--- src/hdl/iq_types_pkg.sv ---
package iq_types_pkg;

  // width of one I or Q component at the input and output of the chain.
  localparam int SAMPLE_W = 16;

  // a full-precision mixer product is two 16x16 products summed, so one extra bit.
  localparam int WIDE_W = 33;

  // width of the unsigned fixed gain applied after the mixer.
  localparam int GAIN_W = 18;

  typedef struct packed {
    logic signed [SAMPLE_W-1:0] i;
    logic signed [SAMPLE_W-1:0] q;
    logic                       last;
  } iq_beat_t;

  typedef struct packed {
    logic signed [WIDE_W-1:0] i;
    logic signed [WIDE_W-1:0] q;
    logic                     last;
  } iq_wide_beat_t;

endpackage

--- src/hdl/nco_pkg.sv ---
package nco_pkg;

  import iq_types_pkg::*;

  localparam int PHASE_W    = 24;
  localparam int LUT_ADDR_W = 10;
  localparam int TRIG_W     = 16;

  // one full turn of the oscillator is held in the table.
  localparam int  LUT_DEPTH = 2 ** LUT_ADDR_W;
  localparam real TRIG_AMP  = 32767.0;

  typedef struct packed {
    logic signed [TRIG_W-1:0] cos;
    logic signed [TRIG_W-1:0] sin;
  } trig_t;

  typedef struct packed {
    iq_beat_t              beat;
    logic [LUT_ADDR_W-1:0] idx;
  } phased_beat_t;

  typedef struct packed {
    iq_beat_t beat;
    trig_t    trig;
  } trig_beat_t;

endpackage

--- src/hdl/phase_accum.sv ---
`timescale 1ns/1ps

module phase_accum #(
  parameter logic [nco_pkg::PHASE_W-1:0] NSIG     = 40960,
  parameter logic [nco_pkg::PHASE_W-1:0] DPH_INC  = 2048,
  parameter logic [nco_pkg::PHASE_W-1:0] START_PH = 0
) (
  input  logic                     clk,
  input  logic                     i_rst,
  input  logic                     i_srst,
  input  logic                     i_valid,
  input  logic                     i_ready,
  input  iq_types_pkg::iq_beat_t   i_data,
  output nco_pkg::phased_beat_t    o_data
);

  import nco_pkg::*;

  // phase holds the value for the next beat to be accepted.
  logic [PHASE_W-1:0] phase;
  logic [PHASE_W-1:0] sample_cnt;
  logic               accept;

  assign accept = i_valid && i_ready;

  always_ff @(posedge clk) begin
    if (i_rst || i_srst) begin
      phase      <= START_PH;
      sample_cnt <= '0;
    end else if (accept) begin
      if (sample_cnt == NSIG - 1'b1) begin
        phase      <= START_PH;
        sample_cnt <= '0;
      end else begin
        phase      <= phase + DPH_INC;
        sample_cnt <= sample_cnt + 1'b1;
      end
    end
  end

  // the table is addressed by the top bits of the phase only.
  assign o_data.beat = i_data;
  assign o_data.idx  = phase[PHASE_W-1 -: LUT_ADDR_W];

endmodule

--- config.mk ---
export PLATFORM = sky130hd
export DESIGN_NAME = phase_accum
export DESIGN_NICKNAME = d
export VERILOG_FILES = /design/src/hdl/iq_types_pkg.sv /design/src/hdl/nco_pkg.sv /design/src/hdl/phase_accum.sv
export SDC_FILE = /design/constraint.sdc
export NUM_CORES = 1
export LEC_CHECK = 0
export ABC_CLOCK_PERIOD_IN_PS = 2900
export BUFFER_PORTS_ARGS = -buffer_cell sky130_fd_sc_hd__buf_2
export CAP_MARGIN = 20
export CORE_UTILIZATION = 49
export CTS_BUF_LIST = sky130_fd_sc_hd__clkbuf_16
export DETAILED_ROUTE_END_ITERATION = 8
export PLACE_DENSITY_LB_ADDON = 0.12
export SLEW_MARGIN = 20
export SYNTH_ARGS = -nofsm -noshare
export SYNTH_HDL_FRONTEND = slang
export SYNTH_SLANG_ARGS = --single-unit
--- constraint.sdc ---
create_clock -name clk -period 2.9 [get_ports clk]
set_input_delay 0.58 -clock clk [delete_from_list [all_inputs] [get_ports clk]]
set_output_delay 0.58 -clock clk [all_outputs]
set_load 0.01 [all_outputs]
==> metrics.txt <==
outcome=finished, final reports clean; minimum clock period=~2.3 ns; TritonRoute pass-1 iters=4; Resized Gates After CTS=0; critical hold path startpoint=phase[23]; largest net degree at the start of global routing=24; TritonCTS clock tree=done; Post-synth EDFFs=0; Routed Antenna Nets=0; Seq/Total Area, Yosys=between 30% and 40%; Synth-to-Final Area Change=-3.33%; Reg2Reg Depth=4; largest family of logic cells by synthesized area=simple AND/OR/NAND/NOR gates; H-tree depth=2; Post-Syn Instances=247; setup TNS=0 ns; Fin. Hold Viols=0; postcts setup bufs=0; clock root buffer=clkbuf_16; Max Clock Freq=about 430 MHz; worst hold slack=0.479 ns; Register Area=between 700 and 800 µm²; wirelength, routed=around 3.7 mm; Warnings, synthesis=0; Static Leak=between 0.6 and 0.7 nW; All-Layer GR Usage=about 18%; Reg clk slew, reported paths=about 0.050 ns; clk buf depth=2; Syn Std Cell Area=around 2100 µm²; worst slew pin tran=around 0.36 ns; Peak supply drop=between 200 and 300 µV; Num CTS Buffers=5; IO Port Bufs=14; crit end category=flip-flop; post-synth top area cell=dfxtp_1; post-synth top area share=~36%; worst skew pair latency=0.27 ns; drc violations=0; first-pass GRT wire length=slightly above 6 mm; Die X=approximately 67 µm; Die H=66.9 µm; post-synthesis xor/xnor area fraction=around 7.2%; HPWL Detailed=between 2 and 3 mm; RSZ-0062 raised after global routing=false; grt ovf=0; asr flop ratio synth=0%; initial antenna violation count=0; fin. max-slew vios=0; cts hold-fix bufs=0; final setup vio count=0; drt wl/cell=between 10 and 15 µm; Fin Clk Skew=0.00270 ns; worst-path maximum fanout=8; Slew headroom=about three quarters; crit share post-route=80.5%; n_diodes=0; die area=between 4000 and 5000 µm²; kind of critical path=flip-flop to flip-flop; Initial Util=just over 50%; Fill cells=407; Crit path required time=3.06 ns; fin nets=260; DR vias=roughly 1.6k; r2r startpoint=sample_cnt[15]; post-synthesis compound-gate area fraction=around 11%; Max Cap Viol=0; site row count=23; clock sink total=37; GPL Wtd Cong=approximately 0.77; simple-gate portion of the synthesized area=about a quarter; Worst EP arrival=about 2.5 ns; Area contributors post-synth=dfxtp_1, buf_4, a21oi_1, or4_1, xor2_1; Core Region=between 4000 and 5000 µm²; Commonest cells post-synth=buf_4, dfxtp_1, nor2_1; Post-Synthesis Net Count=roughly 290; Starting DRT DRC Count=between 70 and 80; hold crit path type=flip-flop to flip-flop; Primary FF master, synth=dfxtp_1; multi-input gate area in the final layout=roughly 950 µm²; distinct cell type count after synthesis=33; Worst setup SP type=flip-flop; share of layout cells above drive strength 1=~14%; flops & latches, synth=37; most frequent cell after synthesis=buf_4; Syn Area/Cell=about 8.4 µm²; Cell Pwr Density=513 nW/µm²; Adder-Cell Fraction of Synth Area=about 1.2%; mux contribution to synthesized area=0%; drt via density=~5.8; reg2reg end=sample_cnt[1]; Top-Level Pins=slightly above 80; hold path depth=2; Reg2Reg Setup Slack=0.56 ns; vias in the first global route=1,388; hold endpoint=phase[23]
[final cells by class]
type	count	share of cell area (%)
multi-input cells	154	47.7
clock inverters	2	0.376
inverters	6	1.13
flip-flops and latches	37	37.1
clock buffers	5	6.27
well taps	50	3.13
repair buffers	16	4.26
[power breakdown]
group / leakage [nW] / internal, mW / total (mW) / switching [mW]
Sequential: 0.298 / 0.510 / 0.511 / 0.00108
Clock: 0.0685 / 0.307 / 0.490 / 0.183
Combinational: 0.271 / 0.00717 / 0.0220 / 0.0149
Total: 0.637 / 0.824 / 1.02 / 0.199
[state kept, by name, summed over array words and instances, names as in the netlist]
register / flops
sample_cnt: 24
phase: 13
[cells by family (layout without fill, tap and decap cells)]
logic type | count (synthesis) | in the layout
flip-flops | 37 | 37
buffers and inverters | 56 | 29
adder cells (fa/ha/maj) | 2 | 2
AND/OR/NAND/NOR | 96 | 96
XOR/XNOR | 17 | 17
AO/OA/AOI/OAI | 39 | 39
[metrics by stage]
step	setup WS, ns	std cells	power [mW]	utilization, %	cell area [µm²]
after floorplan	0.749	247	0.581	-	2060
after global placement	0.532	263	0.543	46.2	1860
after detailed placement	0.490	263	0.544	46.2	1860
after CTS	0.586	270	1.04	49.5	2000
after global routing	0.500	270	1.06	49.5	2000
final	0.564	270	1.02	49.5	2000
[critical path, cell delays in order, from the launching register on]
cell	delay, ns
dfxtp_1	0.44
or4b_1	0.46
or4_1	0.59
or4_4	0.47
a32o_1	0.26
[worst max path at each step]
| stage | cells past startpoint | slack (ns) | endpoint | start |
|---|---|---|---|---|
| 6_report | 4 | 0.56 | sample_cnt[1] | sample_cnt[15] |
| 5_1_grt | 4 | 0.50 | sample_cnt[1] | sample_cnt[15] |
| 4_1_cts | 4 | 0.59 | sample_cnt[1] | sample_cnt[15] |
| 3_5_place_dp | 5 | 0.49 | sample_cnt[20] | i_valid |
| 3_3_place_gp | 5 | 0.53 | sample_cnt[23] | i_valid |
| 2_1_floorplan | 4 | 0.75 | phase[12] | sample_cnt[16] |
[cells in the final DEF, fill, tap and decap left out, types with 2 or more instances in the layout]
master / count
or2_2: 3
nand3_1: 15
buf_2: 14
nor3_1: 4
or3_1: 9
dfxtp_1: 37
buf_4: 2
or4_1: 12
xor2_1: 9
clkbuf_16: 5
a32o_1: 2
and2_1: 2
o31ai_1: 8
nand2_1: 12
o21ai_0: 8
xnor2_1: 8
or4b_1: 2
ha_1: 2
a21oi_1: 18
and3_1: 4
nor2_1: 19
inv_1: 7
nor4_1: 3
nand4_1: 5
[layer usage]
metal / routed length [µm] / track usage [%] / share of wire (%) / vias to the layer above
met5: 0 / 0 / 0 / -
met4: 53 / 7.71 / 1.4 / 0
met3: 191 / 4.11 / 5.2 / 12
met2: 1720 / 28.3 / 46 / 25
met1: 1730 / 22.8 / 47 / 744
li1: - / - / - / 783
Note: power is estimated with default switching activity, not from simulation.
