$ cat config.mk
export PLATFORM = sky130hd
export DESIGN_NAME = scale_round_clip
export DESIGN_NICKNAME = d
export VERILOG_FILES = /design/src/hdl/iq_types_pkg.sv /design/src/hdl/stream_stage.sv /design/src/hdl/scale_round_clip.sv
export SDC_FILE = /design/constraint.sdc
export NUM_CORES = 1
export LEC_CHECK = 0
export ABC_AREA = 1
export BUFFER_PORTS_ARGS = -buffer_cell sky130_fd_sc_hd__clkbuf_2
export CORE_AREA = 5 5 318 320
export CTS_CLUSTER_DIAMETER = 50
export CTS_CLUSTER_SIZE = 14
export DETAILED_ROUTE_END_ITERATION = 10
export DIE_AREA = 0 0 323 325
export PLACE_DENSITY_LB_ADDON = 0.1
export SYNTH_ARGS = -nofsm -noshare
export SYNTH_HDL_FRONTEND = slang
export SYNTH_SLANG_ARGS = --single-unit
$ cat constraint.sdc
create_clock -name clk -period 8.79 [get_ports clk]
set_input_delay 0.879 -clock clk [delete_from_list [all_inputs] [get_ports clk]]
set_output_delay 0.879 -clock clk [all_outputs]
set_load 0.005 [all_outputs]
$ cat src/hdl/iq_types_pkg.sv
package iq_types_pkg;

  // width of one I or Q component at the input and output of the chain.
  localparam int SAMPLE_W = 16;

  // a full-precision mixer product is two 16x16 products summed, so one extra bit.
  localparam int WIDE_W = 33;

  // width of the unsigned fixed gain applied after the mixer.
  localparam int GAIN_W = 18;

  typedef struct packed {
    logic signed [SAMPLE_W-1:0] i;
    logic signed [SAMPLE_W-1:0] q;
    logic                       last;
  } iq_beat_t;

  typedef struct packed {
    logic signed [WIDE_W-1:0] i;
    logic signed [WIDE_W-1:0] q;
    logic                     last;
  } iq_wide_beat_t;

endpackage

$ cat src/hdl/stream_stage.sv
`timescale 1ns/1ps

module stream_stage #(
  parameter type T = logic
) (
  input  logic clk,
  input  logic i_rst,
  input  logic i_valid,
  input  T     i_data,
  output logic o_ready,
  output logic o_valid,
  output T     o_data,
  input  logic i_ready
);

  // the slot can take a new beat when it is empty or is being drained now.
  assign o_ready = !o_valid || i_ready;

  always_ff @(posedge clk) begin
    if (i_rst) begin
      o_valid <= 1'b0;
    end else if (o_ready) begin
      o_valid <= i_valid;
    end
  end

  always_ff @(posedge clk) begin
    if (o_ready && i_valid) begin
      o_data <= i_data;
    end
  end

endmodule

$ cat src/hdl/scale_round_clip.sv
`timescale 1ns/1ps

module scale_round_clip #(
  parameter logic [iq_types_pkg::GAIN_W-1:0] SCALE       = 131071,
  parameter int unsigned                     SCALE_SHIFT = 17
) (
  input  logic                        clk,
  input  logic                        i_rst,
  input  logic                        i_valid,
  output logic                        o_ready,
  input  iq_types_pkg::iq_wide_beat_t i_data,
  output logic                        o_valid,
  input  logic                        i_ready,
  output iq_types_pkg::iq_beat_t      o_data
);

  import iq_types_pkg::*;

  // one spare bit above the product so the rounding add cannot overflow.
  localparam int PROD_W = WIDE_W + GAIN_W + 2;

  localparam logic signed [GAIN_W:0]   GAIN    = {1'b0, SCALE};
  localparam logic signed [PROD_W-1:0] RND     = {{(PROD_W-1){1'b0}}, 1'b1} << (SCALE_SHIFT + 14);
  localparam logic signed [PROD_W-1:0] SAT_MAX = (2 ** (SAMPLE_W - 1)) - 1;
  localparam logic signed [PROD_W-1:0] SAT_MIN = -(2 ** (SAMPLE_W - 1));

  iq_beat_t stage_in;

  function automatic logic signed [SAMPLE_W-1:0] round_clip(
    input logic signed [WIDE_W-1:0] x
  );
    logic signed [PROD_W-1:0] prod;
    logic signed [PROD_W-1:0] shifted;
    prod    = x * GAIN;
    shifted = (prod + RND) >>> (SCALE_SHIFT + 15);
    if (shifted > SAT_MAX) begin
      return SAT_MAX[SAMPLE_W-1:0];
    end else if (shifted < SAT_MIN) begin
      return SAT_MIN[SAMPLE_W-1:0];
    end
    return shifted[SAMPLE_W-1:0];
  endfunction

  assign stage_in.i    = round_clip(i_data.i);
  assign stage_in.q    = round_clip(i_data.q);
  assign stage_in.last = i_data.last;

  stream_stage #(
    .T(iq_beat_t)
  ) u_stage (
    .clk     (clk),
    .i_rst   (i_rst),
    .i_valid (i_valid),
    .i_data  (stage_in),
    .o_ready (o_ready),
    .o_valid (o_valid),
    .o_data  (o_data),
    .i_ready (i_ready)
  );

endmodule

==> results.md <==
* Critical path peak fanout at 34
* Top-Level Pins at 106
* Antenna-violating nets left at 0
* Fill cells at 10.7k
* Routed wire length at about 80,000 um
* R2R Path Start: u_stage.o_valid$_SDFFE_PP0N_
* Congestion Overflow GR at 0
* Max-cap violations at 0
* RR Endpoint: u_stage.o_data[23]$_DFFE_PP_
* First-pass GRT wire length at between 100,000 and 150,000 um
* Slew headroom at 62.2%
* DRT Pass-1 Iters at 5
* Hold buffer count at CTS at 0
* Worst Tran Pin Value at 0.561 ns
* Vias at a little over 20k
* Largest net degree at the start of global routing at 35
* Commonest non-fill, non-tap cell in the layout: inv_1
* Setup slack, reg-to-reg at around 7.5 ns
* Number of gates resized after CTS at 0
* Post-Syn Area at 29,100 um^2
* WP data required at 8.83 ns
* Register bit total from synthesis at 34
* Net count after synthesis at 4,621
* Share of layout cells above drive strength 1 at roughly 4.8%
* Initial Utilization at 29.7%
* Peak Freq at 145 MHz
* Clock Tree Buf Depth at 2
* WL/cell at 16.2 um
* RSZ-0062 raised after global routing: false
* Multi-input logic area at 23,200 um^2
* Outcome: finished clean
* Count of port buffers added during placement at ~110
* Postcts setup bufs at 0
* Post-route DRC at 0
* Die Ht at 325 um
* Crit share post-route at 78.3%
* Final min period at between 6 and 7 ns
* Total Routing Usage GR at 16.1%
* Drt initial violations at about 880
* Setup_tns at 0 ns
* Initial antenna violation count at 6
* R2R depth at 2
* Critical path buffers and inverters at 7
* Via density at between 4 and 5
* CP arrival at 6.92 ns
* Hold Path Sink: u_stage.o_valid$_SDFFE_PP0N_
* Die Area at 105,000 um^2
* Die X at 323 um
* Total core area at ~98,000 um^2
* Placed instance count at 4,922
* HP Start: u_stage.o_valid$_SDFFE_PP0N_
* Layout Cells excl Fill at 4,932
* CTS buffer count at 5
* Placed inst area at 31,200 um^2
* Main synth FF type: edfxtp_1
* Register area share after synthesis at 3.48%
* Worst path slowest cell: fa_1
* Global placer's final weighted congestion at between 0.8 and 0.9
* Register area at 1010 um^2
* Clk_skew at 0.00868 ns
* Area delta synth->final at 7.83%
* Clock slew at reported path FFs at about 0.060 ns
* Clock root cell: clkbuf_16
* Design Area, Final at 31,400 um^2
* Post-Syn Instances at around 3.5k
* CTS tree: yes
* Number of distinct library cells after synthesis at 37
* CTS Sinks at 34
* Synthesized area per cell at 8.24 um^2
* Hold path depth at 2
* Fin. Hold Viols at 0
* Row cnt at 115
* Vias in the first global route at between 20k and 25k
* Finish-stage setup viols at 0
* Cell family with most CP delay: adder cells
* Later-pin clock latency in the skew report at roughly 0.30 ns
* Hpwl dp at around 76,000 um
* WS Path Type: in -> reg
* Crit path largest cell delay at 0.49 ns
* Final hold slack at about 0.55 ns
* Number of flops mapped to enable cells by yosys at 33
* Ys Warns at 0
* Worst setup SP type: primary input
* Most frequent cells in the layout: inv_1 (1,294), fa_1 (668), nand2_1 (623), ha_1 (350), nor2_1 (158)
* H-tree levels at 2
* Fin nets at 4,731
* Max-slew violations at 0
* Fraction of registers with async set or reset after synthesis at 0%
* Critical path endpoint category: flip-flop
* Hold WC Path Type: reg -> reg
* Critical path's most frequent cell: nand2_1
synthesized netlist by cell type (all sizes together) (5+ instances only):
| library cell | instances | area (um^2) |
|---|---|---|
| buf | 5 | 48.8 |
| nand2 | 634 | 2410 |
| nand4 | 25 | 156 |
| ha | 350 | 4380 |
| o21bai | 18 | 135 |
| or2 | 16 | 100 |
| a21oi | 87 | 439 |
| nand3 | 75 | 380 |
| inv | 1300 | 4880 |
| o21ai | 28 | 140 |
| fa | 668 | 13400 |
| nor3 | 21 | 135 |
| nor2 | 176 | 721 |
| xor2 | 40 | 350 |
| edfxtp | 33 | 991 |
| xnor2 | 29 | 254 |
| a21o | 7 | 52.6 |
cells by family (layout without fill, tap and decap cells):
kind of cell,after synthesis,count (layout),synth area share [%]
buffers and inverters,1307,1418,17.0
adders and majority gates,1018,1018,61.0
and+or+nand+nor,955,955,13.6
AOI/OAI and AO/OA,149,149,2.86
xor gates and xnor gates,69,69,2.08
DFF,34,34,3.48
other,0,2,0
state kept, by name, indices dropped and copies added (netlist names):
name,flops
u_stage.o_data,33
u_stage.o_valid,1
layout make-up:
cell class,instances,area share (%)
diodes,2,0.0160
clock buffers,7,0.455
clock inverters,1,0.0160
inverters,1301,15.6
multi-input cells,2191,73.8
flip-flops and latches,34,3.22
well taps,1287,5.13
repair buffers,109,1.77
worst max path at each step:
stage | slack (ns) | start | to | cells past startpoint
final | 1.91 | i_data[33] | u_stage.o_data[15]$_DFFE_PP_ | 28
after global routing | 1.40 | i_data[33] | u_stage.o_data[15]$_DFFE_PP_ | 30
after CTS | 1.90 | i_data[33] | u_stage.o_data[4]$_DFFE_PP_ | 28
after detailed placement | 1.59 | i_data[33] | u_stage.o_data[4]$_DFFE_PP_ | 25
after global placement | 1.59 | i_data[33] | u_stage.o_data[15]$_DFFE_PP_ | 28
after floorplan | 2.72 | i_data[16] | u_stage.o_data[10]$_DFFE_PP_ | 27
per-stage QoR:
stage	utilization [%]	setup slack, ns
after global placement	31.9	1.59
after detailed placement	31.9	1.59
after floorplan	-	2.72
final	32.1	1.91
after CTS	32.1	1.90
after global routing	32.1	1.40
per-layer routing:
metal / part of all wire [%] / track usage [%]
met5: 0 / 0
met4: 0.40 / 1.11
met3: 2.5 / 1.22
met2: 42 / 24.4
met1: 55 / 25.9
tightest hold or removal path, delay by kind of cell, from the launching register on:
kind | cells | cell delay (ns)
AO/OA/AOI/OAI | 1 | 0.06
flip-flops | 1 | 0.35
AND/OR/NAND/NOR | 1 | 0.10
Power is not shown: default switching activity piles up to over one toggle a cycle in this logic, so the estimate is an artifact.
