==> src/hdl/iq_types_pkg.sv <==
package iq_types_pkg;

  // width of one I or Q component at the input and output of the chain.
  localparam int SAMPLE_W = 16;

  // a full-precision mixer product is two 16x16 products summed, so one extra bit.
  localparam int WIDE_W = 33;

  // width of the unsigned fixed gain applied after the mixer.
  localparam int GAIN_W = 18;

  typedef struct packed {
    logic signed [SAMPLE_W-1:0] i;
    logic signed [SAMPLE_W-1:0] q;
    logic                       last;
  } iq_beat_t;

  typedef struct packed {
    logic signed [WIDE_W-1:0] i;
    logic signed [WIDE_W-1:0] q;
    logic                     last;
  } iq_wide_beat_t;

endpackage

==> src/hdl/nco_pkg.sv <==
package nco_pkg;

  import iq_types_pkg::*;

  localparam int PHASE_W    = 24;
  localparam int LUT_ADDR_W = 10;
  localparam int TRIG_W     = 16;

  // one full turn of the oscillator is held in the table.
  localparam int  LUT_DEPTH = 2 ** LUT_ADDR_W;
  localparam real TRIG_AMP  = 32767.0;

  typedef struct packed {
    logic signed [TRIG_W-1:0] cos;
    logic signed [TRIG_W-1:0] sin;
  } trig_t;

  typedef struct packed {
    iq_beat_t              beat;
    logic [LUT_ADDR_W-1:0] idx;
  } phased_beat_t;

  typedef struct packed {
    iq_beat_t beat;
    trig_t    trig;
  } trig_beat_t;

endpackage

==> src/hdl/stream_stage.sv <==
`timescale 1ns/1ps

module stream_stage #(
  parameter type T = logic
) (
  input  logic clk,
  input  logic i_rst,
  input  logic i_valid,
  input  T     i_data,
  output logic o_ready,
  output logic o_valid,
  output T     o_data,
  input  logic i_ready
);

  // the slot can take a new beat when it is empty or is being drained now.
  assign o_ready = !o_valid || i_ready;

  always_ff @(posedge clk) begin
    if (i_rst) begin
      o_valid <= 1'b0;
    end else if (o_ready) begin
      o_valid <= i_valid;
    end
  end

  always_ff @(posedge clk) begin
    if (o_ready && i_valid) begin
      o_data <= i_data;
    end
  end

endmodule

==> src/hdl/complex_mixer.sv <==
`timescale 1ns/1ps

module complex_mixer (
  input  logic                        clk,
  input  logic                        i_rst,
  input  logic                        i_valid,
  output logic                        o_ready,
  input  nco_pkg::trig_beat_t         i_data,
  output logic                        o_valid,
  input  logic                        i_ready,
  output iq_types_pkg::iq_wide_beat_t o_data
);

  import iq_types_pkg::*;
  import nco_pkg::*;

  localparam int PROD_W = SAMPLE_W + TRIG_W;

  logic signed [SAMPLE_W-1:0] s_i;
  logic signed [SAMPLE_W-1:0] s_q;
  logic signed [TRIG_W-1:0]   t_cos;
  logic signed [TRIG_W-1:0]   t_sin;
  logic signed [PROD_W-1:0]   p_ic;
  logic signed [PROD_W-1:0]   p_qs;
  logic signed [PROD_W-1:0]   p_is;
  logic signed [PROD_W-1:0]   p_qc;
  iq_wide_beat_t              stage_in;

  assign s_i   = i_data.beat.i;
  assign s_q   = i_data.beat.q;
  assign t_cos = i_data.trig.cos;
  assign t_sin = i_data.trig.sin;

  assign p_ic = s_i * t_cos;
  assign p_qs = s_q * t_sin;
  assign p_is = s_i * t_sin;
  assign p_qc = s_q * t_cos;

  // the sums keep one growth bit, so nothing is dropped before scaling.
  assign stage_in.i    = WIDE_W'(p_ic) - WIDE_W'(p_qs);
  assign stage_in.q    = WIDE_W'(p_is) + WIDE_W'(p_qc);
  assign stage_in.last = i_data.beat.last;

  stream_stage #(
    .T(iq_wide_beat_t)
  ) u_stage (
    .clk     (clk),
    .i_rst   (i_rst),
    .i_valid (i_valid),
    .i_data  (stage_in),
    .o_ready (o_ready),
    .o_valid (o_valid),
    .o_data  (o_data),
    .i_ready (i_ready)
  );

endmodule

==> config.mk <==
export PLATFORM = sky130hd
export DESIGN_NAME = complex_mixer
export DESIGN_NICKNAME = d
export VERILOG_FILES = /design/src/hdl/iq_types_pkg.sv /design/src/hdl/nco_pkg.sv /design/src/hdl/stream_stage.sv /design/src/hdl/complex_mixer.sv
export SDC_FILE = /design/constraint.sdc
export NUM_CORES = 2
export LEC_CHECK = 0
export ABC_AREA = 1
export BUFFER_PORTS_ARGS = -buffer_cell sky130_fd_sc_hd__buf_4
export CORE_ASPECT_RATIO = 1.2
export CORE_MARGIN = 2
export CORE_UTILIZATION = 65
export DETAILED_ROUTE_END_ITERATION = 10
export GPL_ROUTABILITY_DRIVEN = 0
export HOLD_SLACK_MARGIN = 0.12
export PLACE_DENSITY_LB_ADDON = 0.25
export SETUP_SLACK_MARGIN = 0.5
export SYNTH_ARGS = -nofsm -noshare
export SYNTH_HDL_FRONTEND = slang
export SYNTH_SLANG_ARGS = --single-unit
==> constraint.sdc <==
create_clock -name clk -period 9.3 [get_ports clk]
set_input_delay 0 -clock clk [delete_from_list [all_inputs] [get_ports clk]]
set_output_delay 0 -clock clk [all_outputs]
set_load 0.01 [all_outputs]
==> results.md <==
* Placed cell area at 45,600 um^2
* Die H at 289 um
* Hold Crit Class: input pin to output port
* Final WL at 108,000 um
* Worst relative slew slack at roughly 15%
* Initial antenna violation count at 3
* Final hold violation count at 0
* Fin crit share at 76.2%
* Share of cells above drive strength 1 at 3.89%
* Actual slew at the worst max-slew pin at ~1.3 ns
* Post-Layout Inst Area at 45,900 um^2
* Mapped Nets at 6,812
* Max-cap viol count at 0
* I/O Buffers at 137
* Nets at 6,773
* Crit path time final at 7.09 ns
* Wire per inst at 17.6 um
* Data required, critical path at 9.45 ns
* I/O pins at between 100 and 150
* Post-synth EDFFs at 67
* FF-to-FF setup slack at roughly 7.6 ns
* Die Area at around 70,000 um^2
* Startpoint Class: input pin
* Largest cells by area after synthesis: fa_1 53%, inv_1 16%, nand2_1 10%, ha_1 8.8%, edfxtp_1 4.6%
* Clk slew on worst S/H paths at 0.06 ns
* CTS max path bufs at 2
* Placed Cells at 6,108
* Num Clock Sinks at 68
* Later-pin clock latency in the skew report at 0.39 ns
* Setup crit end kind: flip-flop
* Reg2Reg Depth at 2
* # setup viols final at 0
* Initial Util at between 60% and 70%
* Post-synthesis sequential area ratio at 4.60%
* CP Launch Point: i_data[17]
* Run status: finished clean
* WP data arrival at 7.23 ns
* Dominant cell type by area after synthesis: fa_1
* Critical setup path kind: input pin to flip-flop
* GRT overflow at 0
* Total GRT Usage at 33.4%
* R2r endpoint: u_stage.o_data[19]$_DFFE_PP_
* Synthesized instance count at roughly 5.3k
* Num CTS Buffers at 9
* Area growth from synthesis to layout at 4.03%
* Distinct cell type count after synthesis at 34
* Vias in the first global route at 35.7k
* Ys Warns at 0
* Vias/cell at 5.29
* Floorplan row count at between 100 and 150
* Critical Path Sink: u_stage.o_data[33]$_DFFE_PP_
* First-pass GRT wire length at 181,000 um
* Final non-filler cell total at 6,126
* Dpl hpwl at 85,200 um
* Share of the synthesized area in the top cell type at 53.2%
* H-tree depth at 3
* Post-synthesis async set-or-reset flop share at 0%
* CP max FO at 32
* CTS tree: done
* DRC viols at 0
* Setup TNS at 0 ns
* Root Buffer: clkbuf_16
* Number of setup buffers added after CTS at 0
* Clock skew at approximately 0.011 ns
* Mapped Avg Cell Area at 8.39 um^2
* Dpl ws at slightly below 2 ns
* Routed vias at 32.4k
* Drt first pass iters at 6
* Core box area at 67,100 um^2
* Fin worst setup slack at 2.21 ns
* Die W at 242 um
* Final slew viol count at 0
* DR iter-0 viols at around 2.3k
* Fmax at 141 MHz
* Post-Synthesis Cell Area at about 44,000 um^2
* RSZ-0062 raised after global routing: no
* Ys flop type: edfxtp_1
* Yosys reg bits at 68
* Reg-to-reg startpoint: u_stage.o_valid$_SDFFE_PP0N_
* Antenna Cells at 0
* Largest net degree at the start of global routing at 68
* Antenna-violating nets left at 0
## cells by family (layout without fill, tap and decap cells)
group	count (synthesis)	count (layout)	synth area share [%]
AO/OA/AOI/OAI	121	121	1.58
XOR/XNOR	60	60	1.19
adder cells (fa/ha/maj)	1483	1483	62.0
buffers and inverters	2034	1999	17.3
flip-flops	68	68	4.60
AND/OR/NAND/NOR	1494	1494	13.3
## per-stage QoR
step	hold WS, ns	util, %
5_1_grt	0.365	68.4
6_report	0.333	68.4
2_1_floorplan	0.0691	-
4_1_cts	0.314	68.4
3_5_place_dp	0.162	67.9
3_3_place_gp	0.161	67.9
## layout make-up
type / instances / area, um^2
clock buffers: 11 / 233
clock inverters: 4 / 51.3
inverters: 1841 / 6910
well taps: 901 / 1130
multi-input cells: 3158 / 34500
flip-flops and latches: 68 / 2030
fillers: 5482 / 21200
repair buffers: 143 / 1080
## worst max-delay path, stage by stage
cell     delay (ns)
buf_4          0.40
nand2_1        0.26
fa_1           0.72
inv_1          0.16
fa_1           0.63
inv_1          0.22
fa_1           0.68
inv_1          0.11
fa_1           0.55
inv_1          0.05
fa_1           0.51
fa_1           0.43
fa_1           0.41
fa_1           0.52
inv_1          0.04
ha_1           0.36
a21oi_1        0.24
nand2_1        0.14
a21oi_1        0.18
nand2_1        0.07
a21oi_1        0.31
inv_1          0.08
nand2_1        0.07
nand2_1        0.04
## how the worst min path moves through the flow
| stage | startpoint | endpoint | slack (ns) | cells after the start |
|---|---|---|---|---|
| 4_1_cts | i_data[33] | u_stage.o_data[1]$_DFFE_PP_ | 0.31 | 4 |
| 6_report | i_ready | o_ready | 0.33 | 4 |
| 5_1_grt | i_ready | o_ready | 0.37 | 4 |
| 2_1_floorplan | i_rst | u_stage.o_valid$_SDFFE_PP0N_ | 0.07 | 1 |
| 3_5_place_dp | i_rst | u_stage.o_valid$_SDFFE_PP0N_ | 0.16 | 2 |
| 3_3_place_gp | i_rst | u_stage.o_valid$_SDFFE_PP0N_ | 0.16 | 2 |
## placed cells by master (no fill, tap or decap), types with 5 or more instances in the layout
master,n
o21bai_1,8
nand2_2,12
nor2_1,131
edfxtp_1,67
a21oi_1,61
nor3_1,9
inv_1,1840
xor2_1,49
xnor2_1,11
nand3b_1,6
or2_2,22
o21ai_0,24
buf_4,140
a21o_1,8
nand2_1,1234
fa_1,1173
nand3_1,55
ha_1,310
nor2_2,5
clkbuf_16,9
nand4_1,11
## Yosys cell counts, types with 2 or more instances
library cell / instances
a21boi_0: 3
a21o_1: 8
a21oi_1: 62
a21oi_2: 2
a31oi_1: 4
clkbuf_1: 193
edfxtp_1: 67
fa_1: 1173
ha_1: 310
inv_1: 1840
nand2_1: 1234
nand2_2: 12
nand3_1: 55
nand3_2: 2
nand3b_1: 6
nand4_1: 11
nor2_1: 131
nor2_2: 5
nor3_1: 9
nor3_2: 2
nor4_1: 3
o211ai_1: 4
o21a_1: 4
o21ai_0: 24
o21bai_1: 8
or2_2: 22
xnor2_1: 11
xor2_1: 49
## registers in the layout (all words and copies together) (netlist names)
signal and count:
u_stage.o_data 67, u_stage.o_valid 1
## routing by layer
layer  vias up  wire length [um]  track usage [%]
met3       309              8570             4.84
met1     16400             38800             41.3
met4         2              5990             16.2
li1      14300                 -                -
met5         -                11                0
met2      1375             54600             58.1
## timing repair
action,CTS,global route
resized for setup,0,0
hold buffers,3,0
endpoints found under the hold margin,2,0
Power is not shown: default switching activity piles up to over one toggle a cycle in this logic, so the estimate is an artifact.
